[src/common/soc_pkg.sv]
package soc_pkg;

    // ##################################################
    // widths and plain vector types
    // ##################################################
    typedef logic [31:0] addr_t;
    typedef logic [31:0] data_t;
    typedef logic [3:0]  sel_t;
    typedef logic [3:0]  slot_t;      // addr[31:28]
    typedef logic [7:0]  byte_t;
    typedef logic [15:0] baud_t;      // clocks per bit

    localparam int TCM_ADDR_WIDTH = 10;
    typedef logic [TCM_ADDR_WIDTH-1:0] word_idx_t;

    localparam int RESET_FILTER_LENGTH = 4;

    // ##################################################
    // address map
    // ##################################################
    localparam int    SLOT_COUNT = 16;
    localparam slot_t SLOT_TCM   = 4'd0;
    localparam slot_t SLOT_UART  = 4'd1;
    localparam slot_t SLOT_TIMER = 4'd2;

    // uart register offsets, in words
    localparam word_idx_t UART_REG_DATA   = 10'd0;
    localparam word_idx_t UART_REG_STATUS = 10'd1;
    localparam word_idx_t UART_REG_CTRL   = 10'd2;
    localparam word_idx_t UART_REG_BAUD   = 10'd4;

    localparam baud_t BAUD_RESET = 16'd16;

    // ##################################################
    // bus structs
    // ##################################################
    typedef struct packed {
        addr_t addr;
        data_t wdata;
        sel_t  sel;
        logic  we;
        logic  stb;
    } bus_req_t;

    typedef struct packed {
        data_t rdata;
        logic  ack;
    } bus_rsp_t;

    // request as seen by one target behind the fabric
    typedef struct packed {
        word_idx_t idx;
        data_t     wdata;
        sel_t      sel;
        logic      we;
        logic      stb;
    } tgt_req_t;

endpackage

[src/uart/uart_tx.sv]
`timescale 1ns/1ps

module uart_tx
(
    input  logic                w_clk,
    input  logic                i_reset,
    input  logic                i_start,
    input  soc_pkg::byte_t      i_byte,
    input  soc_pkg::baud_t      i_baud,
    output logic                o_busy,
    output logic                o_tx
);

    import soc_pkg::*;

    typedef enum logic [1:0] {TX_IDLE, TX_START, TX_DATA, TX_STOP} tx_state_t;

    tx_state_t  state;
    baud_t      cnt;
    logic [2:0] bit_cnt;
    logic [2:0] next_bit;
    logic       bit_end;
    byte_t      data_q;

    assign bit_end  = (cnt == i_baud - 16'd1);
    assign next_bit = bit_cnt + 3'd1;
    assign o_busy   = (state != TX_IDLE);    // through end of stop bit

    always_ff @(posedge w_clk)
    begin
        if (i_reset)
        begin
            state   <= TX_IDLE;
            cnt     <= '0;
            bit_cnt <= '0;
            o_tx    <= 1'b1;
        end
        else if (state == TX_IDLE)
        begin
            cnt <= '0;
            if (i_start)
            begin
                state <= TX_START;
                o_tx  <= 1'b0;
            end
        end
        else if (!bit_end)
            cnt <= cnt + 16'd1;
        else
        begin
            cnt <= '0;
            case (state)
                TX_START:
                begin
                    state   <= TX_DATA;
                    bit_cnt <= '0;
                    o_tx    <= data_q[0];  // lsb first
                end
                TX_DATA:
                begin
                    bit_cnt <= next_bit;
                    if (bit_cnt == 3'd7)
                    begin
                        state <= TX_STOP;
                        o_tx  <= 1'b1;
                    end
                    else
                        o_tx <= data_q[next_bit];
                end
                default:
                    state <= TX_IDLE;
            endcase
        end
    end

    always_ff @(posedge w_clk)
    begin
        if (state == TX_IDLE && i_start)
            data_q <= i_byte;
    end

endmodule

[config.mk]
export PLATFORM = sky130hd
export DESIGN_NAME = uart_tx
export DESIGN_NICKNAME = d
export VERILOG_FILES = /design/src/common/soc_pkg.sv /design/src/uart/uart_tx.sv
export SDC_FILE = /design/constraint.sdc
export NUM_CORES = 1
export LEC_CHECK = 0
export BUFFER_PORTS_ARGS = -buffer_cell sky130_fd_sc_hd__buf_4
export CAP_MARGIN = 40
export CORE_UTILIZATION = 61
export DETAILED_ROUTE_END_ITERATION = 8
export PLACE_DENSITY = 0.91
export SLEW_MARGIN = 20
export SYNTH_ARGS = -nofsm -noshare
export SYNTH_HDL_FRONTEND = slang
export SYNTH_SLANG_ARGS = --single-unit
export TNS_END_PERCENT = 5
[constraint.sdc]
create_clock -name w_clk -period 9.1 [get_ports w_clk]
set_input_delay 2.73 -clock w_clk [delete_from_list [all_inputs] [get_ports w_clk]]
set_output_delay 2.73 -clock w_clk [all_outputs]
set_load 0.01 [all_outputs]
==> results of run 1 <==
## registers in the layout, indices dropped and copies added, names as in the netlist
name / cells
state: 2
bit_cnt: 3
cnt: 16
data_q: 8
o_tx: 1
## layer usage
metal | up-vias | track usage (%)
li1 | 858 | -
met4 | 0 | 13.3
met1 | 778 | 31.1
met5 | - | 0
met3 | 15 | 6.81
met2 | 51 | 42.0
## final timing paths
| kind | from | end | cells past startpoint | slack (ns) |
|---|---|---|---|---|
| worst min register to register | bit_cnt[2] | bit_cnt[2] | 2 | 0.49 |
| worst max register to register | cnt[2] | bit_cnt[0] | 7 | 6.64 |
| worst max-delay path | i_baud[2] | bit_cnt[0] | 8 | 4.14 |
| worst min-delay path | bit_cnt[2] | bit_cnt[2] | 2 | 0.49 |
## layout by cell type, fill, tap and decap left out, types with 6 or more instances in the layout
| master | n |
|---|---|
| nor2_1 | 28 |
| buf_4 | 28 |
| dfxtp_1 | 22 |
| xor2_1 | 16 |
| xnor2_1 | 16 |
| nand2_1 | 14 |
| nand3_1 | 13 |
| inv_1 | 9 |
| a21oi_1 | 9 |
| edfxtp_1 | 8 |
| nor4_1 | 7 |
| ha_1 | 7 |
| nor3_1 | 6 |
## cell type report
cell class | count | area, um2 | share of cell area, %
clock buffers | 6 | 41.3 | 1.85
clock inverters | 2 | 8.76 | 0.392
inverters | 9 | 33.8 | 1.51
multi-input cells | 175 | 1200 | 53.9
flip-flops and latches | 30 | 681 | 30.5
well taps | 44 | 55.1 | 2.47
repair buffers | 28 | 210 | 9.42
## where the power goes
part	total, mW	internal, mW	switching, mW
sequential	0.145	0.143	0.00270
clock	0.0723	0.0289	0.0434
combinational	0.0484	0.0223	0.0261
## kinds of logic after synthesis
kind of cell,share of synthesized area [%]
AO/OA/AOI/OAI,11.7
XOR/XNOR,15.6
adder cells (fa/ha/maj),4.49
buffers and inverters,3.52
flip-flops,34.9
multiplexers,2.82
AND/OR/NAND/NOR,27.0
## worst max-delay path: cells and delay by family
family | cells | cell delay (ns)
compound gates | 3 | 0.56
buf+inv | 1 | 0.13
simple gates | 4 | 1.79
==> flow_summary.ini, run 1 <==
[timing]
setup_viol = 0
timing.fmax_ghz = 0.202
final_max_tran_viols = 0
finalHoldViolations = 0
rsz0062_at_grt = no
finalWorstSetupSlack_ns = 4.14
slew_headroom_pct = 47.2
period_needed_ns = 4.96
timing.setup.tns_ns = 0
clock_skew_after_layout_ns = 0.00690
tightestPinTransition_ns = 0.786
worst_hold_slack_ns = 0.488
layout_worst_path_cycle_share_pct = 54.5

[grt]
grt_pass1_wl_mm = 6.47
total_global_route_track_usage_pct = 25.7
pin_count_of_the_biggest_net_entering_global_routing = 16
grt-ovfl-total = 0
via_count_of_the_first_global_routing_pass = 1553
number_of_antenna_violations_at_the_first_check_in_global_routing = 0

[final_layout]
finalNonFillerCells = 294
final_net_count = 283
layout.cell_area.non_filler_mm2 = 0.00223
drive_above_1_share_pct = 18.4
layout.core_utilization_pct = 73.1
antenna_cells_inserted = 0
n_fill_cell = 227
area.growth.synth_to_final_pct = 14.4

[logic_synthesis]
synth_common_cells = nor2_1 (28), dfxtp_1 (22), xnor2_1 (16), xor2_1 (16), nand2_1 (14)
netlist_top_cells_area = dfxtp_1 (23%), edfxtp_1 (12%), xnor2_1 (7.2%)
synth_instances = 221
post_synthesis_sequential_element_count = 30
yosys_warnings = 0
synth_top_cell_area_share_pct = 22.6
syn-mean-instance-area_um2 = 8.83
synth_top_area_cell = dfxtp_1
synthesis.area_mm2 = 0.00195
synth-edff-count = 8
yosysSeqAreaShare_pct = 34.9
ys_async_sr_fraction_pct = 0
synthDistinctLibCells = 50
synth_fp_nets = 255
top_count_cell_post_synth = nor2_1
yosys_most_used_dff = dfxtp_1

[detailed_routing]
vias = 1702
detail_route.wirelength_mm = 3.86
met3_length_um = 244
detail_route.first_pass.iterations = 4
highest_layer = met4
drc_errors = 0
wl_per_cell_um = 13.1
met2RoutedLength_mm = 1.79
avgViaCountPerCell = 5.79
antenna_left = 0
number_of_drc_markers_in_iteration_0 = 82
route.layer.met1.wl_mm = 1.68

[die]
die_footprint_mm2 = 0.00343
initial_utilization_pct = 63.9
floorplan.die.width_um = 58.6
core_footprint_mm2 = 0.00305
rows = 20
num_io_pins = 29
chipHeight_um = 58.6

[cts]
cts_repair_resize_count = 0
cts-hold-fix-buffers = 0
ctsLongestPathBuffers = 2
htreeDepth = 2
postCtsSetupRepairBufs = 0
clock_sink_count = 30
clock_latency_ns = 0.33
cts_buffer_count = 5
clkSlewWorstSetupHoldPaths_ns = 0.09
clock_tree_from_tritoncts = yes
cts-root-buf = clkbuf_4

[critical_path]
worst-endpoint-required_ns = 9.37
end_kind = flop
timing.critical_path.arrival_ns = 5.22
worst_path_largest_cell_delay_ns = 0.63
cell_breakdown_of_the_critical_path = buf_4 > or4_1 > nor4_1 > a31oi_1 > a21oi_1 > nand4_2 > or4_1 > a21oi_1
critical_path_peak_fanout = 8
crit_path_kind = primary input to flop
startpoint_kind_of_the_worst_setup_timing_path = primary input
critPathSlowestCell = or4_1

[hold_path]
min-delay-path-class = flop to flop

[placement]
numPlacedInstances = 286
placer_s_final_routability_congestion_estimate = 0.871
placed_area_mm2 = 0.00218
dp_worst_setup_slack_ns = 3.86
place_hpwl_mm = 3.03
portBuffers = 28

[power_and_ir_drop]
peak_supply_drop_uv = 103
total_power_uw = 266
leakage_nw = 0.839
power_density_mw_per_mm2 = 119

[flow_run]
max_cap_viols = 0

[outcome]
outcome = finished clean
(Power assumes the default switching activity.)
==> run 2, diff against run 1 <==
Settings changed: ABC_AREA set to 1, CORE_UTILIZATION 61 to 52, PLACE_DENSITY 0.91 to 0.82.
Clock period 9.1 ns to 4.3 ns, I/O delays scaled along.
==> run 2 against run 1 <==
  * Die area rose by 25%
  * Core utilization fell by 8.5 points
  * Worst hold slack got worse by 0.019 ns
  * Largest cell class unchanged
  * Largest power group unchanged
==> flow_summary.ini, run 2 <==
[outcome]
outcome = finished clean

[logic_synthesis]
synth_instances = 301
synth_top_cell_area_share_pct = 21.1
synthDistinctLibCells = 32
synthesis.area_mm2 = 0.00209
synth_common_cells = nand2_1 (85), inv_1 (44), nor2_1 (32)
synth_top_area_cell = dfxtp_1
netlist_top_cells_area = dfxtp_1 (21%), nand2_1 (15%), edfxtp_1 (11%)
post_synthesis_sequential_element_count = 30
ys_async_sr_fraction_pct = 0
top_count_cell_post_synth = nand2_1
synth_fp_nets = 335
syn-mean-instance-area_um2 = 6.95
synth-edff-count = 8
yosys_warnings = 0
yosysSeqAreaShare_pct = 32.6
yosys_most_used_dff = dfxtp_1

[grt]
via_count_of_the_first_global_routing_pass = 1707
pin_count_of_the_biggest_net_entering_global_routing = 17
grt_pass1_wl_mm = 7.23
number_of_antenna_violations_at_the_first_check_in_global_routing = 0
total_global_route_track_usage_pct = 22.3
grt-ovfl-total = 0

[cts]
cts_repair_resize_count = 0
ctsLongestPathBuffers = 2
postCtsSetupRepairBufs = 0
clock_sink_count = 30
clock_latency_ns = 0.28
clkSlewWorstSetupHoldPaths_ns = 0.06
cts_buffer_count = 5
htreeDepth = 2
cts-root-buf = clkbuf_8
clock_tree_from_tritoncts = yes
cts-hold-fix-buffers = 0

[detailed_routing]
number_of_drc_markers_in_iteration_0 = 100
antenna_left = 0
met3_length_um = 177
avgViaCountPerCell = 4.96
detail_route.wirelength_mm = 4.14
detail_route.first_pass.iterations = 4
met2RoutedLength_mm = 1.79
highest_layer = met4
route.layer.met1.wl_mm = 2.11
wl_per_cell_um = 10.8
drc_errors = 0
vias = 1903

[final_layout]
antenna_cells_inserted = 0
finalNonFillerCells = 384
registers.top_by_ff_count = cnt
final_net_count = 369
area.growth.synth_to_final_pct = 16.5
drive_above_1_share_pct = 16.7
mostFrequentLayoutCell = nand2_1
largest_register_ffs = 16
reg_top3 = cnt: 16 flops, data_q: 8 flops, bit_cnt: 3 flops
layout_common_cells = nand2_1 (85), inv_1 (44), nor2_1 (32), buf_4 (28), nand3_1 (23)

[critical_path]
crit_path_frequent_cell = nor2_1
cell_breakdown_of_the_critical_path = buf_4 > inv_1 > ha_1 > xnor2_1 > nor2_1 > nand3_1 > nor2_1 > nand3_1 > nor2_1 > nand2_4 > nor2_4 > o21ai_0 > nand2_1 > nor2_2
critical_path_source = i_baud[0]
worstSetupPathDepth = 14
r2r_start = cnt[0]
worst_path_largest_cell_delay_ns = 0.26
end_kind = flop
timing.critical_path.max_delay_family = simple AND/OR/NAND/NOR gates
crit_path_end = bit_cnt[2]
worst-r2r-setup-slack_ns = 2.42
startpoint_kind_of_the_worst_setup_timing_path = primary input
worst-endpoint-required_ns = 4.49
critical_path_peak_fanout = 6
timing.critical_path.arrival_ns = 3.04
crit_path_kind = primary input to flop
critPathSlowestCell = ha_1
sum_of_buffers_and_inverters_on_the_critical_path = 2
worstReg2RegEnd = cnt[14]
worst-r2r-cell-count = 10

[die]
floorplan.die.width_um = 65.4
core_footprint_mm2 = 0.00377
die_footprint_mm2 = 0.00428
num_io_pins = 29
rows = 22
chipHeight_um = 65.4
initial_utilization_pct = 55.4

[hold_path]
min-delay-path-class = flop to flop

[placement]
numPlacedInstances = 376
portBuffers = 28
place_hpwl_mm = 3.34
dp_worst_setup_slack_ns = 1.14
placer_s_final_routability_congestion_estimate = 0.881

[timing]
finalHoldViolations = 0
final_max_tran_viols = 0
rsz0062_at_grt = no
setup_viol = 0
tightestPinTransition_ns = 0.308
timing.fmax_ghz = 0.350
layout_worst_path_cycle_share_pct = 66.4
slew_headroom_pct = 79.3
clock_skew_after_layout_ns = 0.00660
timing.setup.tns_ns = 0
period_needed_ns = 2.85
finalWorstSetupSlack_ns = 1.45

[power_and_ir_drop]
power_density_mw_per_mm2 = 267
leakage_nw = 1.12
peak_supply_drop_uv = 193

[flow_run]
max_cap_viols = 0
[run 2: layer usage]
| metal | GRT usage (%) | vias to the layer above |
|---|---|---|
| met3 | 5.38 | 7 |
| met1 | 29.5 | 840 |
| met4 | 10.3 | 0 |
| li1 | - | 1015 |
| met5 | 0 | - |
| met2 | 34.1 | 41 |
[run 2: worst min-delay path by stage]
stage          startpoint     end  slack [ns]  cells past startpoint
2_1_floorplan      cnt[0]  cnt[0]        0.44                      1
3_3_place_gp         o_tx    o_tx        0.45                      2
3_5_place_dp         o_tx    o_tx        0.46                      2
4_1_cts              o_tx    o_tx        0.47                      2
5_1_grt            cnt[0]  cnt[0]        0.52                      1
6_report             o_tx    o_tx        0.47                      2
[run 2: cell families (layout without fill, tap and decap cells)]
logic type	count (synthesis)	after routing	share of synthesized area, %
fa+ha+maj	7	7	4.19
simple gates	181	181	42.1
xor+xnor	18	18	7.54
buf+inv	45	80	8.44
flops	30	30	32.6
compound gates	20	20	5.21
[run 2: layout make-up]
class,count,area (um2)
Fill cell,344,1340
Multi-Input combinational cell,226,1230
Sequential cell,30,681
Timing Repair Buffer,28,210
Inverter,44,165
Clock buffer,5,68.8
Tap cell,48,60.1
Clock inverter,3,16.3
[run 2: tightest hold or removal path: cells and delay by family (launching register included)]
kind | cells | cell delay (ns)
AND/OR/NAND/NOR | 2 | 0.11
flip-flops | 1 | 0.33
[run 2: stage by stage]
stage	power [mW]	utilization, %	cell area, um2	hold WS, ns
after floorplan	0.396	-	2090	0.440
after global placement	0.438	62.3	2350	0.449
after detailed placement	0.441	62.3	2350	0.457
after CTS	0.657	64.6	2430	0.472
after global routing	0.690	64.6	2430	0.521
final	0.651	64.6	2430	0.469
[run 2: power breakdown]
part           internal [mW]  total [mW]  switching, mW
sequential             0.306       0.313        0.00774
combinational         0.0500       0.122         0.0716
clock                  0.110       0.216          0.106
