--- src/common/soc_pkg.sv ---
package soc_pkg;

    // ##################################################
    // widths and plain vector types
    // ##################################################
    typedef logic [31:0] addr_t;
    typedef logic [31:0] data_t;
    typedef logic [3:0]  sel_t;
    typedef logic [3:0]  slot_t;      // addr[31:28]
    typedef logic [7:0]  byte_t;
    typedef logic [15:0] baud_t;      // clocks per bit

    localparam int TCM_ADDR_WIDTH = 10;
    typedef logic [TCM_ADDR_WIDTH-1:0] word_idx_t;

    localparam int RESET_FILTER_LENGTH = 4;

    // ##################################################
    // address map
    // ##################################################
    localparam int    SLOT_COUNT = 16;
    localparam slot_t SLOT_TCM   = 4'd0;
    localparam slot_t SLOT_UART  = 4'd1;
    localparam slot_t SLOT_TIMER = 4'd2;

    // uart register offsets, in words
    localparam word_idx_t UART_REG_DATA   = 10'd0;
    localparam word_idx_t UART_REG_STATUS = 10'd1;
    localparam word_idx_t UART_REG_CTRL   = 10'd2;
    localparam word_idx_t UART_REG_BAUD   = 10'd4;

    localparam baud_t BAUD_RESET = 16'd16;

    // ##################################################
    // bus structs
    // ##################################################
    typedef struct packed {
        addr_t addr;
        data_t wdata;
        sel_t  sel;
        logic  we;
        logic  stb;
    } bus_req_t;

    typedef struct packed {
        data_t rdata;
        logic  ack;
    } bus_rsp_t;

    // request as seen by one target behind the fabric
    typedef struct packed {
        word_idx_t idx;
        data_t     wdata;
        sel_t      sel;
        logic      we;
        logic      stb;
    } tgt_req_t;

endpackage

--- src/uart/uart_rx.sv ---
`timescale 1ns/1ps

module uart_rx
(
    input  logic                w_clk,
    input  logic                i_reset,
    input  logic                i_rx,
    input  soc_pkg::baud_t      i_baud,
    output logic                o_valid,
    output soc_pkg::byte_t      o_byte
);

    import soc_pkg::*;

    typedef enum logic [1:0] {RX_IDLE, RX_START, RX_DATA, RX_STOP} rx_state_t;

    rx_state_t  state;
    logic       rx_meta;
    logic       rx_sync;
    logic       rx_last;
    baud_t      cnt;
    logic [2:0] bit_cnt;
    logic       half_end;
    logic       bit_end;
    byte_t      shift;

    assign half_end = (cnt == (i_baud >> 1) - 16'd1);
    assign bit_end  = (cnt == i_baud - 16'd1);
    assign o_byte   = shift;

    // two flop synchronizer plus one for edge detect
    always_ff @(posedge w_clk)
    begin
        if (i_reset)
        begin
            rx_meta <= 1'b1;
            rx_sync <= 1'b1;
            rx_last <= 1'b1;
        end
        else
        begin
            rx_meta <= i_rx;
            rx_sync <= rx_meta;
            rx_last <= rx_sync;
        end
    end

    always_ff @(posedge w_clk)
    begin
        if (i_reset)
        begin
            state   <= RX_IDLE;
            cnt     <= '0;
            bit_cnt <= '0;
            o_valid <= 1'b0;
        end
        else
        begin
            o_valid <= 1'b0;
            cnt     <= cnt + 16'd1;
            case (state)
                RX_IDLE:
                begin
                    cnt <= '0;
                    if (rx_last && !rx_sync)
                        state <= RX_START;    // falling edge
                end
                RX_START:
                    if (half_end)
                    begin
                        cnt     <= '0;
                        bit_cnt <= '0;
                        state   <= rx_sync ? RX_IDLE : RX_DATA;  // glitch check
                    end
                RX_DATA:
                    if (bit_end)
                    begin
                        cnt     <= '0;
                        bit_cnt <= bit_cnt + 3'd1;
                        if (bit_cnt == 3'd7)
                            state <= RX_STOP;
                    end
                default:
                    if (bit_end)
                    begin
                        state   <= RX_IDLE;
                        o_valid <= rx_sync;   // bad stop bit drops the frame
                    end
            endcase
        end
    end

    always_ff @(posedge w_clk)
    begin
        if (state == RX_DATA && bit_end)
            shift <= {rx_sync, shift[7:1]};
    end

endmodule

--- config.mk ---
export PLATFORM = sky130hd
export DESIGN_NAME = uart_rx
export DESIGN_NICKNAME = d
export VERILOG_FILES = /design/src/common/soc_pkg.sv /design/src/uart/uart_rx.sv
export SDC_FILE = /design/constraint.sdc
export NUM_CORES = 1
export LEC_CHECK = 0
export ABC_AREA = 1
export BUFFER_PORTS_ARGS = -buffer_cell sky130_fd_sc_hd__clkbuf_2
export CAP_MARGIN = 30
export CORE_UTILIZATION = 31
export DETAILED_ROUTE_END_ITERATION = 10
export SLEW_MARGIN = 15
export SYNTH_ARGS = -nofsm -noshare
export SYNTH_HDL_FRONTEND = slang
export SYNTH_SLANG_ARGS = --single-unit
export TNS_END_PERCENT = 5
--- constraint.sdc ---
create_clock -name w_clk -period 2.85 [get_ports w_clk]
set_input_delay 0.285 -clock w_clk [delete_from_list [all_inputs] [get_ports w_clk]]
set_output_delay 0.285 -clock w_clk [all_outputs]
set_load 0.01 [all_outputs]
==> results.ini, run 1 <==
[outcome]
status = complete, no violations

[route]
wl_per_cell_um = 11.14
dr.pass1.iters = 4
drcViolationCount = 0
ant_nets = 0
vias_per_cell = 4.500
vias = 2583
wl_um = 6393
first_iter_violations = 117

[critical_path]
slowest_delay_ps = 300
endpoint_kind = register
rrSetupSlack_ps = 700
required_ps = 3030
cp_cell_sequence = clkbuf_2 -> inv_1 -> ha_1 -> nand2_2 -> nor2_4 -> nand3_1 -> nand2_1 -> nand2_1 -> nor2_1 -> nand2_1 -> nor2_1 -> nand3_2 -> nand2_2 -> nand3_2 -> buf_4 -> nand4_2 -> inv_1
crit_slowest_cell = ha_1
r2r-start = cnt[5]
r2r_end = cnt[4]
cp.buffers_inverters = 4
crit_path_max_fanout = 7
crit_arrival_ps = 2390
r2r_cells = 16
cp_common_cell = nand2_1
critPathKind = primary input to register
cp-start-kind = primary input
crit_family = simple AND/OR/NAND/NOR gates

[power]
irDropWorstVdd_uv = 178.7
p_per_area_nw_per_um2 = 362.7
p_leak_nw = 1.572

[yosys]
ys_seq_elements = 33
async_flop_share = 0
synth_nets = 465
synth_cells = 437
syn_area_um2 = 2785
yosysSeqAreaShare = 0.2659
ys_warn_count = 0
synth_ff_type = dfxtp_1
synth_edf_count = 8
yosysUniqueCellTypes = 31
avgSynthCellArea_um2 = 6.373

[clock_network]
path_clk_slew_ps = 60
cts_resized = 0
clockRootBuffer = clkbuf_8
ctsHoldBuffers = 0
cts_buffer_depth = 2
worstSkewPairLatency_ps = 280
cts_sinks = 33
h-tree-depth = 2
cts_setup_buffers = 0
numCtsBuffers = 5
tritoncts = done

[final_layout]
final_cell_mix = nand2_1, inv_1, nor2_1
layout_commonest_cell = nand2_1
drive_gt1_frac = 0.1609
n_antenna_cell = 0
nets = 493
final_core_util = 0.3570
area_delta_synth_final_pct = 11.77

[floorplan]
die_area_um2 = 9367
start_util = 0.3194
fp-row-count = 34
die_h_um = 96.79
die_w_um = 96.79
core_um2 = 8721
pin_count = 28

[flow_run]
drv_cap = 0

[grt]
first_global_vias = 2438
antenna_found_initial = 0
grt_usage = 0.1416
gr-total-overflow = 0
grt_pass1_wl_um = 10920
grt_max_degree = 13

[timing]
grt_setup_unrepaired = false
tightest_slew_ps = 512.6
finalSetupViolCount = 0
setup-tns-final_ps = 0
finClkSkew_ps = 3.004
worst_slew_margin_rel = 0.6579
hold_viol = 0
fin_crit_sh = 0.7761
fmax_ghz = 0.4521
fin_crit_ps = 2212
final_max_slew_viol_count = 0

[worst_hold_path]
hold_depth = 2
hold_class = primary input to register
worst_hold_path.endpoint = rx_meta
min-delay-start = i_rx

[placement]
hpwl_um = 5353
io_buffers = 27
gp_congestion = 0.9486

## cell usage after synthesis (all sizes together), types with 2 or more instances
master	instances	area (um2)
nor2	58	280.3
a21oi	3	15.01
inv	71	266.5
nand4	11	106.4
nor3	2	10.01
xor2	20	175.2
o21ai	7	35.03
xnor2	10	87.58
o21bai	3	22.52
nand2	144	558.0
nand3b	5	37.54
or2	4	25.02
nand3	42	225.2
ha	9	112.6
clkbuf	6	22.52
edfxtp	8	240.2
dfxtp	25	500.5
buf	4	32.53
## sequential cells by signal, indices dropped and copies added, names as in the netlist
name	cells
state	2
bit_cnt	3
rx_last	1
cnt	16
rx_sync	1
o_valid	1
rx_meta	1
o_byte	8
## routing by layer
metal	vias to the layer above	global-route usage	wire length (um)
li1	1397	-	-
met5	-	0	0
met1	1129	0.1839	3140
met2	40	0.2335	2869
met3	17	0.02095	175
met4	0	0.05970	207
## where the power goes
| part | internal, mW | switching (mW) | leakage (nW) |
|---|---|---|---|
| Combinational | 0.110 | 0.182 | 1.25 |
| Sequential | 0.495 | 0.0148 | 0.274 |
| Clock | 0.169 | 0.159 | 0.0450 |
## how the worst max path moves through the flow
stage,from,end,slack (ps),depth (start not counted)
2_1_floorplan,i_baud[1],o_byte[0],670,12
3_3_place_gp,i_baud[1],cnt[4],410,15
3_5_place_dp,i_baud[1],cnt[4],330,15
4_1_cts,i_baud[1],cnt[4],620,15
5_1_grt,cnt[0],cnt[15],360,10
6_report,i_baud[1],cnt[4],640,17
## final cells by class
class | instances | area, um2
multi-input combinational | 322 | 1719
clock inverter | 2 | 10.01
timing repair buffer | 31 | 165.2
fill | 953 | 5608
tap | 108 | 135.1
sequential | 33 | 740.7
clock buffer | 6 | 72.57
inverter | 72 | 270.3
## metrics by stage
stage / cell area [um2] / cells / hold WS [ps] / power, mW / worst slack, ps
after global placement: 3030 / 566 / 397.5 / 0.8056 / 410.3
after detailed placement: 3030 / 566 / 397.7 / 0.8121 / 332.9
after CTS: 3113 / 574 / 182.0 / 1.142 / 623.7
after global routing: 3113 / 574 / 193.4 / 1.211 / 355.1
after floorplan: 2785 / 437 / 388.8 / 0.7390 / 668.0
final: 3113 / 574 / 189.8 / 1.129 / 638.2
## kinds of logic after synthesis
| kind of cell | after synthesis | share of synthesized area |
|---|---|---|
| adders and majority gates | 9 | 0.04043 |
| AOI/OAI and AO/OA | 15 | 0.03145 |
| xor gates and xnor gates | 30 | 0.09434 |
| buffers and inverters | 82 | 0.1168 |
| DFF | 33 | 0.2659 |
| and+or+nand+nor | 268 | 0.4510 |
Note: power is estimated with default switching activity, not from simulation.
==> run 2: changes to the inputs <==
==> constraint.sdc (replaced) <==
create_clock -name w_clk -period 2 [get_ports w_clk]
set_input_delay 0.2 -clock w_clk [delete_from_list [all_inputs] [get_ports w_clk]]
set_output_delay 0.2 -clock w_clk [all_outputs]
set_load 0.01 [all_outputs]
==> results.ini, run 2 (synthesis results as in run 1) <==
[outcome]
status = complete, no violations

[final_layout]
regMostFlops = cnt
nets = 526
drive_gt1_frac = 0.2585
layout_commonest_cell = nand2_1
stdcell_count = 607
largest_reg_flops = 16
n_antenna_cell = 0
area_delta_synth_final_pct = 24.80
nFillCells = 922
final_cell_mix = nand2_1, inv_1, nor2_1
multiInputGateArea_um2 = 1787
seqCellArea_um2 = 752.0

[timing]
finalSetupViolCount = 0
tightest_slew_ps = 553.0
finClkSkew_ps = 5.325
grt_setup_unrepaired = false
fin_crit_sh = 0.9285
final_max_slew_viol_count = 0
worst_slew_margin_rel = 0.6309
hold_viol = 0
setup_ws_ps = 142.9
fin_crit_ps = 1857
fmax_ghz = 0.5385
hold_ws_ps = 102.5
setup-tns-final_ps = 0

[route]
drcViolationCount = 0
vias = 2711
first_iter_violations = 149
wl_per_cell_um = 11.25
dr.pass1.iters = 4
vias_per_cell = 4.466
ant_nets = 0
wl_um = 6828

[power]
p_per_area_nw_per_um2 = 516.1
p_leak_nw = 1.748
p_total_mw = 1.794
irDropWorstVdd_uv = 214.6

[clock_network]
numCtsBuffers = 5
tritoncts = done
path_clk_slew_ps = 60
h-tree-depth = 2
clockRootBuffer = clkbuf_8
cts_buffer_depth = 2
worstSkewPairLatency_ps = 280
cts_sinks = 33

[placement]
gp_congestion = 0.8912
io_buffers = 27
dp_slack_ps = -335.2
dpl.cell_count = 598
hpwl_um = 5605

[critical_path]
cp_common_cell = nand2_1
critPathKind = primary input to register
crit_slowest_cell = ha_4
endpoint_kind = register
crit_arrival_ps = 2020
r2r-start = cnt[1]
required_ps = 2160
cp-startpoint = i_baud[1]
slowest_delay_ps = 190
cp-start-kind = primary input
crit_path_max_fanout = 6
cp_cell_sequence = clkbuf_2 -> inv_2 -> ha_4 -> nand2_1 -> inv_1 -> nand2_1 -> nand2_1 -> nand3_1 -> nor2_1 -> nand3_1 -> nor2_2 -> nand3_2 -> buf_4 -> nand2_1 -> nand3_1 -> nand2_1 -> a21oi_1

[grt]
gr-total-overflow = 0
grt_max_degree = 13
antenna_found_initial = 0
grt_pass1_wl_um = 11730
grt_usage = 0.1525
first_global_vias = 2558

[floorplan]
die_h_um = 96.79
fp-row-count = 34
start_util = 0.3194
pin_count = 28
die_w_um = 96.79
die_area_um2 = 9367
core_um2 = 8721

[worst_hold_path]
min-delay-start = i_rx
hold_class = primary input to register

[flow_run]
drv_cap = 0

run 2: cell count changes in the layout (fill, tap and decap cells not counted), moves of 3 or more:
cell     delta
nor2_2      +4
ha_1        -3
dfxtp_1     -7
inv_2       +3
nor2_1      -6
buf_4      +32
dfxtp_2     +6
run 2: through the flow:
stage	util	cell area [um2]
2_1_floorplan	-	2788
3_3_place_gp	0.3768	3286
3_5_place_dp	0.3768	3286
4_1_cts	0.3895	3397
5_1_grt	0.3986	3476
6_report	0.3986	3476
run 2: routing by layer:
| layer | wire length, um | vias up | track usage |
|---|---|---|---|
| met5 | 0 | - | 0 |
| met4 | 93 | 0 | 0.04363 |
| met3 | 189 | 8 | 0.01879 |
| met2 | 3357 | 44 | 0.2681 |
| met1 | 3187 | 1190 | 0.1947 |
| li1 | - | 1469 | - |
run 2: layout make-up:
class	count	area share
clock buffer	6	0.02088
sequential	33	0.2163
tap	108	0.03888
inverter	72	0.07775
multi-input combinational	322	0.5140
clock inverter	2	0.009719
timing repair buffer	64	0.1224
run 2: repair_timing:
item,in CTS,in global routing
setup endpoints to repair,24,30
hold buffers,0,0
resized for setup,2,25
pin swaps,0,5
endpoints found under the hold margin,0,0
setup buffers,0,1
cloned,0,0
run 2: worst max-delay path, delay by kind of cell:
| kind | cells | cell delay [ps] |
|---|---|---|
| adders and majority gates | 1 | 190 |
| buffers and inverters | 4 | 480 |
| and+or+nand+nor | 11 | 1090 |
| AOI/OAI and AO/OA | 1 | 60 |
run 2: path summary, 6_finish.rpt:
path,slack (ps),to,cells after the start
max,140,state[1],17
min,100,rx_meta,2
max reg2reg,160,cnt[12],12
min reg2reg,410,rx_sync,1
run 2: power by group:
group          total [mW]  switching [mW]  internal [mW]
logic               0.464           0.276          0.188
clock network       0.604           0.236          0.368
registers           0.726          0.0203          0.706
total                1.79           0.532           1.26
==> run 3: changes to the inputs <==
--- a/config.mk
+++ b/config.mk
@@ -8,7 +8,7 @@
 export ABC_AREA = 1
 export BUFFER_PORTS_ARGS = -buffer_cell sky130_fd_sc_hd__clkbuf_2
 export CAP_MARGIN = 30
-export CORE_UTILIZATION = 31
+export CORE_UTILIZATION = 40
 export DETAILED_ROUTE_END_ITERATION = 10
 export SLEW_MARGIN = 15
 export SYNTH_ARGS = -nofsm -noshare
==> results.ini, run 3 (synthesis results as in run 1) <==
[clock_network]
cts_sinks = 33
cts_buffer_depth = 2
numCtsBuffers = 5
tritoncts = done
clockRootBuffer = clkbuf_8
worstSkewPairLatency_ps = 280
path_clk_slew_ps = 70
h-tree-depth = 2
ctsHoldBuffers = 0

[route]
vias = 2854
dr_wl_met2_um = 3277
dr.pass1.iters = 6
top_layer_used = met4
first_iter_violations = 116
ant_nets = 0
wl_met1_um = 3377
wl_met3_um = 226
wl_per_cell_um = 11.60
vias_per_cell = 4.781
drcViolationCount = 0
wl_um = 6925

[final_layout]
nets = 544
largest_reg_flops = 16
area_delta_synth_final_pct = 32.08
layout_commonest_cell = nand2_1
final_core_util = 0.5444
nFillCells = 684
n_antenna_cell = 0
regMostFlops = cnt
final_cell_mix = nand2_1, inv_1, buf_4
drive_gt1_frac = 0.3075

[critical_path]
slowest_delay_ps = 360
endpoint_kind = register
crit_path_max_fanout = 3
required_ps = 2170
crit_slowest_cell = dfxtp_4
cp_cell_sequence = buf_4 -> xnor2_1 -> nand2b_1 -> nand2_1 -> nor2_1 -> nand2_1 -> nor2_1 -> nand3_2 -> buf_4 -> a21oi_1 -> nand3_1 -> nand2_1 -> nor2_1
cp.buffers_inverters = 2
crit_arrival_ps = 2050
critPathKind = register to register
cp-start-kind = register
crit_family = simple AND/OR/NAND/NOR gates
cp-startpoint = cnt[6]
r2r-start = cnt[6]

[placement]
hpwl_um = 5555
dp_slack_ps = -259.5
gp_congestion = 0.8646
io_buffers = 27

[floorplan]
start_util = 0.4122
die_area_um2 = 7301
pin_count = 28
core_um2 = 6756
die_w_um = 85.45
die_h_um = 85.45
fp-row-count = 30

[timing]
hold_viol = 0
final_max_slew_viol_count = 0
grt_setup_unrepaired = true
fin_crit_ps = 1878
tightest_slew_ps = 546.6
worst_slew_margin_rel = 0.6352
finClkSkew_ps = 5.309
setup-tns-final_ps = 0
finalSetupViolCount = 0
fin_crit_sh = 0.9389
setup_ws_ps = 122.3
fmax_ghz = 0.5326

[power]
irDropWorstVdd_uv = 453.4
p_per_area_nw_per_um2 = 541.2
p_leak_nw = 1.888
p_total_mw = 1.991

[grt]
grt_max_degree = 13
gr-total-overflow = 0
antenna_found_initial = 0
first_global_vias = 2660
grt_pass1_wl_um = 11660
grt_usage = 0.1979

[outcome]
status = complete, no violations

[worst_hold_path]
hold_class = primary input to register
min-delay-start = i_rx

[flow_run]
drv_cap = 0

## run 3: path summary, 6_finish.rpt
path	to	slack, ps	cells after the start
setup / recovery	state[0]	120	13
hold / removal	rx_meta	100	2
hold reg to reg	rx_sync	410	1
setup reg to reg	state[0]	120	13
## run 3: per-layer routing
metal,GRT usage,vias up
li1,-,1504
met1,0.2627,1297
met2,0.3455,47
met3,0.03210,6
met4,0.02727,0
met5,0,-
## run 3: area by class of cell
class / count / area [um2] / share of cell area
multi-input combinational: 322 / 1852 / 0.5034
tap: 80 / 100.1 / 0.02721
clock inverter: 3 / 65.06 / 0.01769
inverter: 72 / 270.3 / 0.07347
clock buffer: 5 / 68.82 / 0.01871
timing repair buffer: 82 / 564.3 / 0.1534
sequential: 33 / 758.2 / 0.2061
## run 3: metrics by stage
stage	instances	area (um2)	hold slack (ps)
floorplan	437	2788	303.8
global placement	583	3348	385.1
detailed placement	583	3348	386.9
CTS	591	3482	97.42
global route	597	3679	96.36
finish	597	3679	103.6
## run 3: power by group
group / switching [mW] / internal [mW] / leakage (nW)
clock network: 0.241 / 0.495 / 0.0681
logic: 0.307 / 0.225 / 1.54
registers: 0.0202 / 0.703 / 0.279
total: 0.568 / 1.42 / 1.89
## run 3: repair_timing
| action | in CTS | in global routing |
|---|---|---|
| endpoints found under the setup margin | 0 | 30 |
| hold endpoints to repair | 0 | 0 |
| buffers inserted | 0 | 6 |
| resized for setup | 0 | 44 |
