File: src/common/soc_pkg.sv
package soc_pkg;

    // ##################################################
    // widths and plain vector types
    // ##################################################
    typedef logic [31:0] addr_t;
    typedef logic [31:0] data_t;
    typedef logic [3:0]  sel_t;
    typedef logic [3:0]  slot_t;      // addr[31:28]
    typedef logic [7:0]  byte_t;
    typedef logic [15:0] baud_t;      // clocks per bit

    localparam int TCM_ADDR_WIDTH = 10;
    typedef logic [TCM_ADDR_WIDTH-1:0] word_idx_t;

    localparam int RESET_FILTER_LENGTH = 4;

    // ##################################################
    // address map
    // ##################################################
    localparam int    SLOT_COUNT = 16;
    localparam slot_t SLOT_TCM   = 4'd0;
    localparam slot_t SLOT_UART  = 4'd1;
    localparam slot_t SLOT_TIMER = 4'd2;

    // uart register offsets, in words
    localparam word_idx_t UART_REG_DATA   = 10'd0;
    localparam word_idx_t UART_REG_STATUS = 10'd1;
    localparam word_idx_t UART_REG_CTRL   = 10'd2;
    localparam word_idx_t UART_REG_BAUD   = 10'd4;

    localparam baud_t BAUD_RESET = 16'd16;

    // ##################################################
    // bus structs
    // ##################################################
    typedef struct packed {
        addr_t addr;
        data_t wdata;
        sel_t  sel;
        logic  we;
        logic  stb;
    } bus_req_t;

    typedef struct packed {
        data_t rdata;
        logic  ack;
    } bus_rsp_t;

    // request as seen by one target behind the fabric
    typedef struct packed {
        word_idx_t idx;
        data_t     wdata;
        sel_t      sel;
        logic      we;
        logic      stb;
    } tgt_req_t;

endpackage

File: src/uart/uart_regs.sv
`timescale 1ns/1ps

module uart_regs
(
    input  logic                w_clk,
    input  logic                i_reset,
    input  soc_pkg::tgt_req_t   i_req,
    output soc_pkg::data_t      o_rdata,
    output logic                o_ack,
    output logic                o_tx_start,
    output soc_pkg::byte_t      o_tx_byte,
    output soc_pkg::baud_t      o_baud,
    input  logic                i_tx_busy,
    input  logic                i_rx_valid,
    input  soc_pkg::byte_t      i_rx_byte
);

    import soc_pkg::*;

    logic   wr;
    logic   rd;
    logic   data_wr;
    logic   tx_busy_any;
    logic   rx_taken;
    logic   rx_accept;
    logic   rx_en;
    logic   rx_full;
    logic   tx_ovr;
    logic   rx_ovr;
    byte_t  rx_data;

    assign wr          = i_req.stb & i_req.we;
    assign rd          = i_req.stb & ~i_req.we;
    assign data_wr     = wr & i_req.sel[0] & (i_req.idx == UART_REG_DATA);
    assign tx_busy_any = i_tx_busy | o_tx_start;  // start pulse not yet seen by tx
    assign rx_taken    = rd & (i_req.idx == UART_REG_DATA);
    assign rx_accept   = i_rx_valid & rx_en & (~rx_full | rx_taken);

    // ##################################################
    // control and status
    // ##################################################
    always_ff @(posedge w_clk)
    begin
        if (i_reset)
        begin
            o_ack      <= 1'b0;
            o_tx_start <= 1'b0;
            o_baud     <= BAUD_RESET;
            rx_en      <= 1'b0;
            rx_full    <= 1'b0;
            tx_ovr     <= 1'b0;
            rx_ovr     <= 1'b0;
        end
        else
        begin
            o_ack      <= i_req.stb;
            o_tx_start <= data_wr & ~tx_busy_any;

            if (data_wr && tx_busy_any)
                tx_ovr <= 1'b1;       // byte dropped

            if (wr && i_req.sel[0] && i_req.idx == UART_REG_STATUS)
            begin
                if (i_req.wdata[2])
                    tx_ovr <= 1'b0;
                if (i_req.wdata[3])
                    rx_ovr <= 1'b0;
            end

            if (wr && i_req.sel[0] && i_req.idx == UART_REG_CTRL)
                rx_en <= i_req.wdata[0];

            if (wr && i_req.idx == UART_REG_BAUD)
            begin
                if (i_req.sel[0])
                    o_baud[7:0] <= i_req.wdata[7:0];
                if (i_req.sel[1])
                    o_baud[15:8] <= i_req.wdata[15:8];
            end

            if (rx_taken)
                rx_full <= 1'b0;
            if (rx_accept)
                rx_full <= 1'b1;
            else if (i_rx_valid && rx_en)
                rx_ovr <= 1'b1;       // held byte wins
        end
    end

    // ##################################################
    // data and read mux
    // ##################################################
    always_ff @(posedge w_clk)
    begin
        if (data_wr && !tx_busy_any)
            o_tx_byte <= i_req.wdata[7:0];
        if (rx_accept)
            rx_data <= i_rx_byte;

        case (i_req.idx)
            UART_REG_DATA:   o_rdata <= {24'd0, rx_data};
            UART_REG_STATUS: o_rdata <= {28'd0, rx_ovr, tx_ovr, rx_full, tx_busy_any};
            UART_REG_CTRL:   o_rdata <= {31'd0, rx_en};
            UART_REG_BAUD:   o_rdata <= {16'd0, o_baud};
            default:         o_rdata <= '0;
        endcase
    end

endmodule

File: config.mk
export PLATFORM = sky130hd
export DESIGN_NAME = uart_regs
export DESIGN_NICKNAME = d
export VERILOG_FILES = /design/src/common/soc_pkg.sv /design/src/uart/uart_regs.sv
export SDC_FILE = /design/constraint.sdc
export NUM_CORES = 1
export LEC_CHECK = 0
export BUFFER_PORTS_ARGS = -buffer_cell sky130_fd_sc_hd__buf_4
export CORE_ASPECT_RATIO = 0.75
export CORE_MARGIN = 2
export CORE_UTILIZATION = 39
export DETAILED_ROUTE_END_ITERATION = 6
export HOLD_SLACK_MARGIN = 0.02
export PLACE_DENSITY = 0.74
export SYNTH_ARGS = -nofsm -noshare
export SYNTH_HDL_FRONTEND = slang
export SYNTH_SLANG_ARGS = --single-unit
File: constraint.sdc
create_clock -name w_clk -period 1.45 [get_ports w_clk]
set_input_delay 0.0725 -clock w_clk [delete_from_list [all_inputs] [get_ports w_clk]]
set_output_delay 0.0725 -clock w_clk [all_outputs]
set_load 0.01 [all_outputs]
==> impl_metrics.toml, run 1 <==
[run_status]
run_status = "completed"

[hold_path]
timing.hold.worst.start = "i_req[19]"
holdCritPathClass = "input pin to flip-flop"
timing.hold.worst_path_depth = 3
min_to = "o_baud[13]"

[power]
power.internal_mw = 2.210
ratio_of_total_power_to_cell_area_nw_per_um2 = 906.0
share_clk_of_total_power = 0.368
netSwitchingPower_mw = 0.6016
seq_power_share = 0.552
overall_power_of_the_completed_layout_mw = 2.811
cell_leakage_power_nw = 1.445
comb_power_share = 0.080
ir_drop_v = 0.0006293
sw_frac_of_total = 0.2140

[synthesis]
synthesis.instances = 177
synthesis_warnings = 0
post_synth_xor_area_fraction = 0
synth.ff_latch_count = 54
synth_top_area_cells = "dfxtp_1 (38%), edfxtp_1 (24%), buf_4 (6.7%), mux2i_1 (4.5%), a22o_1 (3.0%)"
synth_top_family_by_area = "simple AND/OR/NAND/NOR gates"
synth_sequential_area_ratio = 0.6158
syn_area_um2 = 2016
synth-simple-area-share = 0.1651
syn_area_per_cell_um2 = 11.39
synth-compound-area-share = 0.09187
yosys.area.top_type_share = 0.3774
synth.lib_cells_used.distinct = 30
yosysTopAreaCell = "dfxtp_1"
yosys-mux-area-fraction = 0.04469
post_synth_fa_ha_maj_area_fraction = 0

[cells_and_area]
antenna_cells_inserted = 0
most_frequent_standard_cell_in_the_layout_excluding_fill_and_tap_cells = "buf_4"
area_delta_synth_final_pct = 53.94
layout-drive-gt1-share = 0.3636
final_util = 0.6298
final_cell_count_no_fill = 357
fin_nets = 356
n_fill_cell = 415
layout_common_cells = "buf_4 (93), dfxtp_1 (38), dlygate4sd3_1 (24)"

[worst_setup_path]
cp-end-kind = "flip-flop"
arrival_ns = 1.39
crit-reg2reg-capture = "o_rdata[0]"
ff2ff_path_depth = 4
critical_path.reg2reg.startpoint = "rx_en"
worstPathRequired_ns = 1.46
worst-r2r-setup-slack_ns = 0.30
startpoint_type = "input pin"
crit_fanout = 9
crit_type = "input pin to flip-flop"

[floorplan]
floorplan_die_height_um = 66.26
placeableCoreArea_um2 = 4927
die_width_um = 87.02
ios = 118
fp-row-count = 22
initial_utilization = 0.4091
die-area_um2 = 5766

[sta]
skew_ns = 0.01231
worst_hold_slack_ns = 0.02372
rsz0062_at_grt = "false"
min_period_over_period = 0.9487
post-route-worst-setup-slack_ns = 0.07437
drv_slew = 0
maxClockFrequency_ghz = 0.7269
setup_viol_count_final = 0
hold_viol_final = 0
timing.final.crit_period_ns = 1.376

[clocking]
cts.path.max_buffers = 2
tritoncts = "yes"
post_cts.resized_instances = 0
insertion_delay_ns = 0.31
cts_made_buffers = 5
clock-root-buffer = "clkbuf_8"
path_clk_slew_ns = 0.10
numClockSinks = 54
ctsHtreeMaxLevel = 2

[routing]
avgRoutedWirePerCell_um = 14.39
route.vias.total = 1704
drc = 0
ant_nets = 0
first_iteration_detailed_routing_drc_count = 119
drt_first_pass_iters = 4
route.final.wire_length_mm = 5.137
vias_per_cell = 4.773

[grt]
grt_pass1_wl_mm = 7.962
first_global_vias = 1637
antenna_found_initial = 0
gr-usage-all-layers = 0.1828
grt_start_max_net_pins = 24
grt_remaining_overflow = 0

[place]
hpwlAfterDp_mm = 3.605
place.port_buffers = 83
gp_congestion = 0.8747
numPlacedInstances = 325
pre_cts_ws_ns = -0.02539

[flow_run]
cap_violations = 0
metal layers:
| metal | global-route usage | share of wire | wire length (um) |
|---|---|---|---|
| met5 | 0 | 0 | 0 |
| met3 | 0.05119 | 0.071 | 365 |
| met2 | 0.3015 | 0.48 | 2485 |
| met4 | 0.06641 | 0.010 | 52 |
| met1 | 0.2287 | 0.43 | 2234 |
synth_stat cells:
library cell	instances
mux2i_1	9
a32o_1	1
o32ai_1	1
nor2_1	14
nand4_1	4
nand2_1	11
and3b_1	1
nor4_1	2
edfxtp_1	16
buf_2	1
nor3b_1	1
nor4_4	1
buf_4	18
and3_1	5
nor3_1	2
clkbuf_1	3
nor2b_1	2
a21oi_1	11
nand4_2	1
a211oi_1	1
dfxtp_1	38
inv_1	3
nand3_1	8
and2_1	8
and2b_1	1
o31ai_1	1
a21o_1	3
a22o_1	7
conb_1	1
a31oi_1	2
cells by family (layout without fill, tap and decap cells):
group / count (synthesis) / in the layout
AO/OA/AOI/OAI: 27 / 27
AND/OR/NAND/NOR: 61 / 61
flip-flops: 54 / 54
buffers and inverters: 25 / 130
other: 1 / 16
multiplexers: 9 / 9
worst max-delay path by stage:
stage | start | to | slack [ns] | cells past startpoint
after floorplan | i_req[44] | o_tx_byte[0] | 0.04 | 4
after global placement | i_req[44] | rx_data[7] | 0.03 | 5
after detailed placement | i_req[43] | rx_data[7] | -0.03 | 5
after CTS | i_req[0] | o_tx_byte[4] | 0.11 | 4
after global routing | i_req[0] | rx_en | 0.03 | 7
final | i_req[0] | o_tx_byte[4] | 0.07 | 4
worst max-delay path, stage by stage:
cell and delay, ns:
dlygate4sd3_1 0.54, buf_4 0.12, and3_1 0.30, and3_2 0.35
flip-flops by register name (all words and copies together), names as in the netlist, 8 cells and up:
signal	count
o_baud	16
o_rdata	16
o_tx_byte	8
rx_data	8
layout make-up:
class                      count  area [um^2]  area share
sequential                    54         1241      0.4000
tap                           60        75.07     0.02419
inverter                       3        11.26    0.003629
timing repair buffer         119        978.4      0.3153
multi-input combinational    113        679.4      0.2190
clock inverter                 3        48.80     0.01573
clock buffer                   5        68.82     0.02218
power by group through the flow:
stage | sequential [mW] | combinational, mW | clock [mW]
after floorplan | 1.59 | 0.0786 | 0
after global placement | 1.59 | 0.166 | 0
after detailed placement | 1.59 | 0.169 | 0
after CTS | 1.55 | 0.219 | 1.07
after global routing | 1.55 | 0.241 | 1.13
final | 1.55 | 0.224 | 1.03
repair_timing:
action | 4_1_cts | 5_1_grt
hold buffers | 23 | 1
endpoints found under the hold margin | 27 | 1
buffers inserted | 0 | 0
per-stage QoR:
stage / area, um^2 / setup TNS [ns]
floorplan: 2083 / 0
global placement: 2745 / 0
detailed placement: 2745 / -0.1357
CTS: 3093 / 0
global route: 3103 / 0
finish: 3103 / 0
No activity file was read; power rests on OpenSTA's default activity.
==> run 2, diff against run 1 <==
Settings changed: CORE_UTILIZATION 39 to 40, CTS_BUF_LIST from default to sky130_fd_sc_hd__clkbuf_4, HOLD_SLACK_MARGIN 0.02 to 0.05, PLACE_DENSITY 0.74 to 0.75.
==> impl_metrics.toml, run 2 (synthesis gave the netlist of run 1 again) <==
[sta]
skew_ns = 0.01076
setup_total_negative_slack_ns = 0
post-route-worst-setup-slack_ns = 0.08633
setup_viol_count_final = 0
timing.final.crit_period_ns = 1.364
hold_viol_final = 0
drv_slew = 0
min_period_over_period = 0.9405
rsz0062_at_grt = "false"
maxClockFrequency_ghz = 0.7333

[cells_and_area]
layout-drive-gt1-share = 0.3545
final_util = 0.6263
area_delta_synth_final_pct = 51.40
reg_top3 = "o_baud (16), o_rdata (16)"
antenna_cells_inserted = 0
layout_common_cells = "buf_4 (93), dfxtp_1 (38), dlygate4sd3_1 (27)"
most_frequent_standard_cell_in_the_layout_excluding_fill_and_tap_cells = "buf_4"
fin_nets = 358

[place]
gp_congestion = 0.8487
place.port_buffers = 83
hpwlAfterDp_mm = 3.557
pre_cts_ws_ns = -0.04588

[worst_setup_path]
crit_type = "input pin to flip-flop"
startpoint_type = "input pin"
arrival_ns = 1.43
worstPathRequired_ns = 1.52
crit_fanout = 9
cp-end-kind = "flip-flop"

[run_status]
run_status = "completed"

[floorplan]
die_width_um = 85.97
ios = 118
fp-row-count = 22
die-area_um2 = 5629
placeableCoreArea_um2 = 4872
floorplan_die_height_um = 65.48
initial_utilization = 0.4137

[grt]
antenna_found_initial = 0
grt_pass1_wl_mm = 7.838
grt_start_max_net_pins = 24
gr-usage-all-layers = 0.1782
first_global_vias = 1598
grt_remaining_overflow = 0

[power]
overall_power_of_the_completed_layout_mw = 2.433
ir_drop_v = 0.0003607
cell_leakage_power_nw = 1.427
ratio_of_total_power_to_cell_area_nw_per_um2 = 797.3

[clocking]
cts_made_buffers = 5
clock-root-buffer = "clkbuf_4"
tritoncts = "yes"
numClockSinks = 54
ctsHtreeMaxLevel = 2
insertion_delay_ns = 0.35
path_clk_slew_ns = 0.14
cts.path.max_buffers = 2

[routing]
vias_per_cell = 4.766
drc = 0
drt_first_pass_iters = 4
uppermost_layer_routed = "met4"
m1_wire_length_mm = 2.101
dr_wl_met3_um = 413
detailroute.wirelength.met2_mm = 2.450
ant_nets = 0
first_iteration_detailed_routing_drc_count = 163
route.final.wire_length_mm = 5.023
avgRoutedWirePerCell_um = 13.99
route.vias.total = 1711

[flow_run]
cap_violations = 0

[hold_path]
holdCritPathClass = "input pin to flip-flop"
-- run 2: changes by cell type in the layout (fill, tap and decap cells not counted), sizes merged --
cell,change
buf,-1
bufinv,-1
clkbuf,+2
clkinv,+1
clkinvlp,-1
dlygate4sd3,+3
inv,-1
-- run 2: area by class of cell --
cell class / instances / area (um^2)
fill: 410 / 1821
sequential: 54 / 1241
tap: 60 / 75.07
inverter: 3 / 11.26
timing repair buffer: 121 / 988.4
clock inverter: 1 / 3.754
clock buffer: 7 / 52.55
multi-input combinational: 113 / 679.4
-- run 2: layer usage --
metal  track usage  vias to the layer above
met3       0.03392                        6
met4       0.05754                        0
met2        0.2907                       79
met5             0                        -
li1              -                      835
met1        0.2398                      791
-- run 2: where the power goes --
group / total [mW] / leakage (nW) / internal [mW] / switching (mW)
logic: 0.229 / 0.943 / 0.135 / 0.0946
registers: 1.55 / 0.450 / 1.55 / 0.000579
clock network: 0.650 / 0.0338 / 0.225 / 0.424
-- run 2: per-stage QoR --
| stage | instances | instance area, um^2 | hold slack, ns |
|---|---|---|---|
| floorplan | 192 | 2083 | 0.1441 |
| global placement | 324 | 2725 | 0.2524 |
| detailed placement | 324 | 2725 | 0.2541 |
| CTS | 359 | 3052 | 0.08644 |
| global route | 359 | 3052 | 0.1007 |
| finish | 359 | 3052 | 0.09987 |
-- run 2: repair_timing --
item	CTS	global route
hold buffers	27	0
hold endpoints to repair	37	0
setup buffers	0	0
gates resized for setup	0	0
setup endpoints to repair	0	0
-- run 2: worst paths after layout --
check / start / to / depth (start not counted) / slack [ns]
worst max-delay path: i_req[0] / o_tx_byte[6] / 4 / 0.09
worst min-delay path: i_req[41] / o_rdata[0] / 3 / 0.1
worst max register to register: o_tx_start / o_tx_byte[6] / 2 / 0.22
worst min register to register: rx_ovr / o_rdata[3] / 1 / 0.48
-- run 2: critical path: stages --
cell and delay [ns]:
dlygate4sd3_1 0.53, buf_4 0.12, and3_1 0.33, and3_2 0.37
==> run 3, diff against run 2 <==
Settings changed: RECOVER_POWER from default to 25.
==> impl_metrics.toml, run 3 (synthesis gave the netlist of run 1 again) <==
[floorplan]
die_width_um = 85.97
die-area_um2 = 5629
floorplan_die_height_um = 65.48
ios = 118
fp-row-count = 22
placeableCoreArea_um2 = 4872
initial_utilization = 0.4137

[sta]
drv_slew = 0
maxClockFrequency_ghz = 0.7332
hold_viol_final = 0
rsz0062_at_grt = "false"
setup_viol_count_final = 0
worst_hold_slack_ns = 0.1022
timing.final.crit_period_ns = 1.364
min_period_over_period = 0.9407
skew_ns = 0.01269

[cells_and_area]
layout_common_cells = "buf_4 (66), dfxtp_1 (38), dlygate4sd3_1 (27)"
multiInputGateArea_um2 = 679.4
most_frequent_standard_cell_in_the_layout_excluding_fill_and_tap_cells = "buf_4"
reg_top3 = "o_baud (16), o_rdata (16)"
register_area_um2 = 1241
area_delta_synth_final_pct = 48.29
antenna_cells_inserted = 0
final_cell_count_no_fill = 359
n_fill_cell = 418
layout-drive-gt1-share = 0.3010
fin_nets = 358
final_util = 0.6135
fin_area_um2 = 2989

[clocking]
insertion_delay_ns = 0.35
tritoncts = "yes"
cts.path.max_buffers = 2
clock-root-buffer = "clkbuf_4"
post_cts_buffers = 0
cts_made_buffers = 5
path_clk_slew_ns = 0.14
ctsHtreeMaxLevel = 2
numClockSinks = 54
post_cts.resized_instances = 0
cts_hold_buffers_added = 27

[worst_setup_path]
path_cells = "dlygate4sd3_1 > buf_4 > and3_1 > and3_2"
cp-end-kind = "flip-flop"
critical_path.max_stage_delay_ns = 0.53
crit_type = "input pin to flip-flop"
worstPathRequired_ns = 1.51
critical-path-slowest-cell = "dlygate4sd3_1"
worst_path_dominant_cell_family = "simple AND/OR/NAND/NOR gates"
crit_fanout = 9
critical_path.n_buffers_inverters = 2
startpoint_type = "input pin"
arrival_ns = 1.43

[grt]
grt_pass1_wl_mm = 7.838
grt_start_max_net_pins = 24
antenna_found_initial = 0
gr-usage-all-layers = 0.1782
grt_remaining_overflow = 0
first_global_vias = 1598

[routing]
ant_nets = 0
drt_first_pass_iters = 4
route.final.wire_length_mm = 5.030
vias_per_cell = 4.802
first_iteration_detailed_routing_drc_count = 102
avgRoutedWirePerCell_um = 14.01
route.vias.total = 1724
drc = 0

[power]
ir_drop_v = 0.0003615
overall_power_of_the_completed_layout_mw = 2.424
ratio_of_total_power_to_cell_area_nw_per_um2 = 811.0
cell_leakage_power_nw = 1.360

[flow_run]
cap_violations = 0

[place]
gp_congestion = 0.8487
numPlacedInstances = 324
placedInstanceArea_um2 = 2725
hpwlAfterDp_mm = 3.557
place.port_buffers = 83

[run_status]
run_status = "completed"

[hold_path]
holdCritPathClass = "input pin to flip-flop"
## run 3: through the flow
step,worst slack (ns),TNS [ns]
2_1_floorplan,0.03959,0
4_1_cts,0.1092,0
3_3_place_gp,0.01347,0
3_5_place_dp,-0.04588,-0.5815
5_1_grt,0.03558,0
6_report,0.08604,0
## run 3: metal layers
metal  GRT usage  part of all wire  vias to the layer above
met5           0                 0                        -
met4     0.05754             0.013                        0
met3     0.03392             0.066                        8
met2      0.2907              0.49                       70
met1      0.2398              0.43                      811
li1            -                 -                      835
## run 3: final cells by class
type,instances,share of cell area
clock inverter,1,0.001256
timing repair buffer,121,0.3098
clock buffer,7,0.01758
inverter,3,0.003767
multi-input combinational,113,0.2273
tap,60,0.02512
sequential,54,0.4152
## run 3: tightest hold or removal path, stage by stage
cell and delay, ns:
buf_4 0.09, nor4_4 0.05, a32o_1 0.21
## run 3: final timing paths
check	start	to	slack [ns]	cells past startpoint
worst min register to register	rx_ovr	o_rdata[3]	0.47	1
worst max register to register	o_tx_start	o_tx_byte[5]	0.19	2
worst max-delay path	i_req[0]	o_tx_byte[5]	0.09	4
worst min-delay path	i_req[41]	o_rdata[0]	0.10	3
## run 3: where the power goes
group,switching (mW),internal (mW),total (mW)
sequential,0.000565,1.55,1.55
clock,0.425,0.225,0.650
combinational,0.0944,0.125,0.220
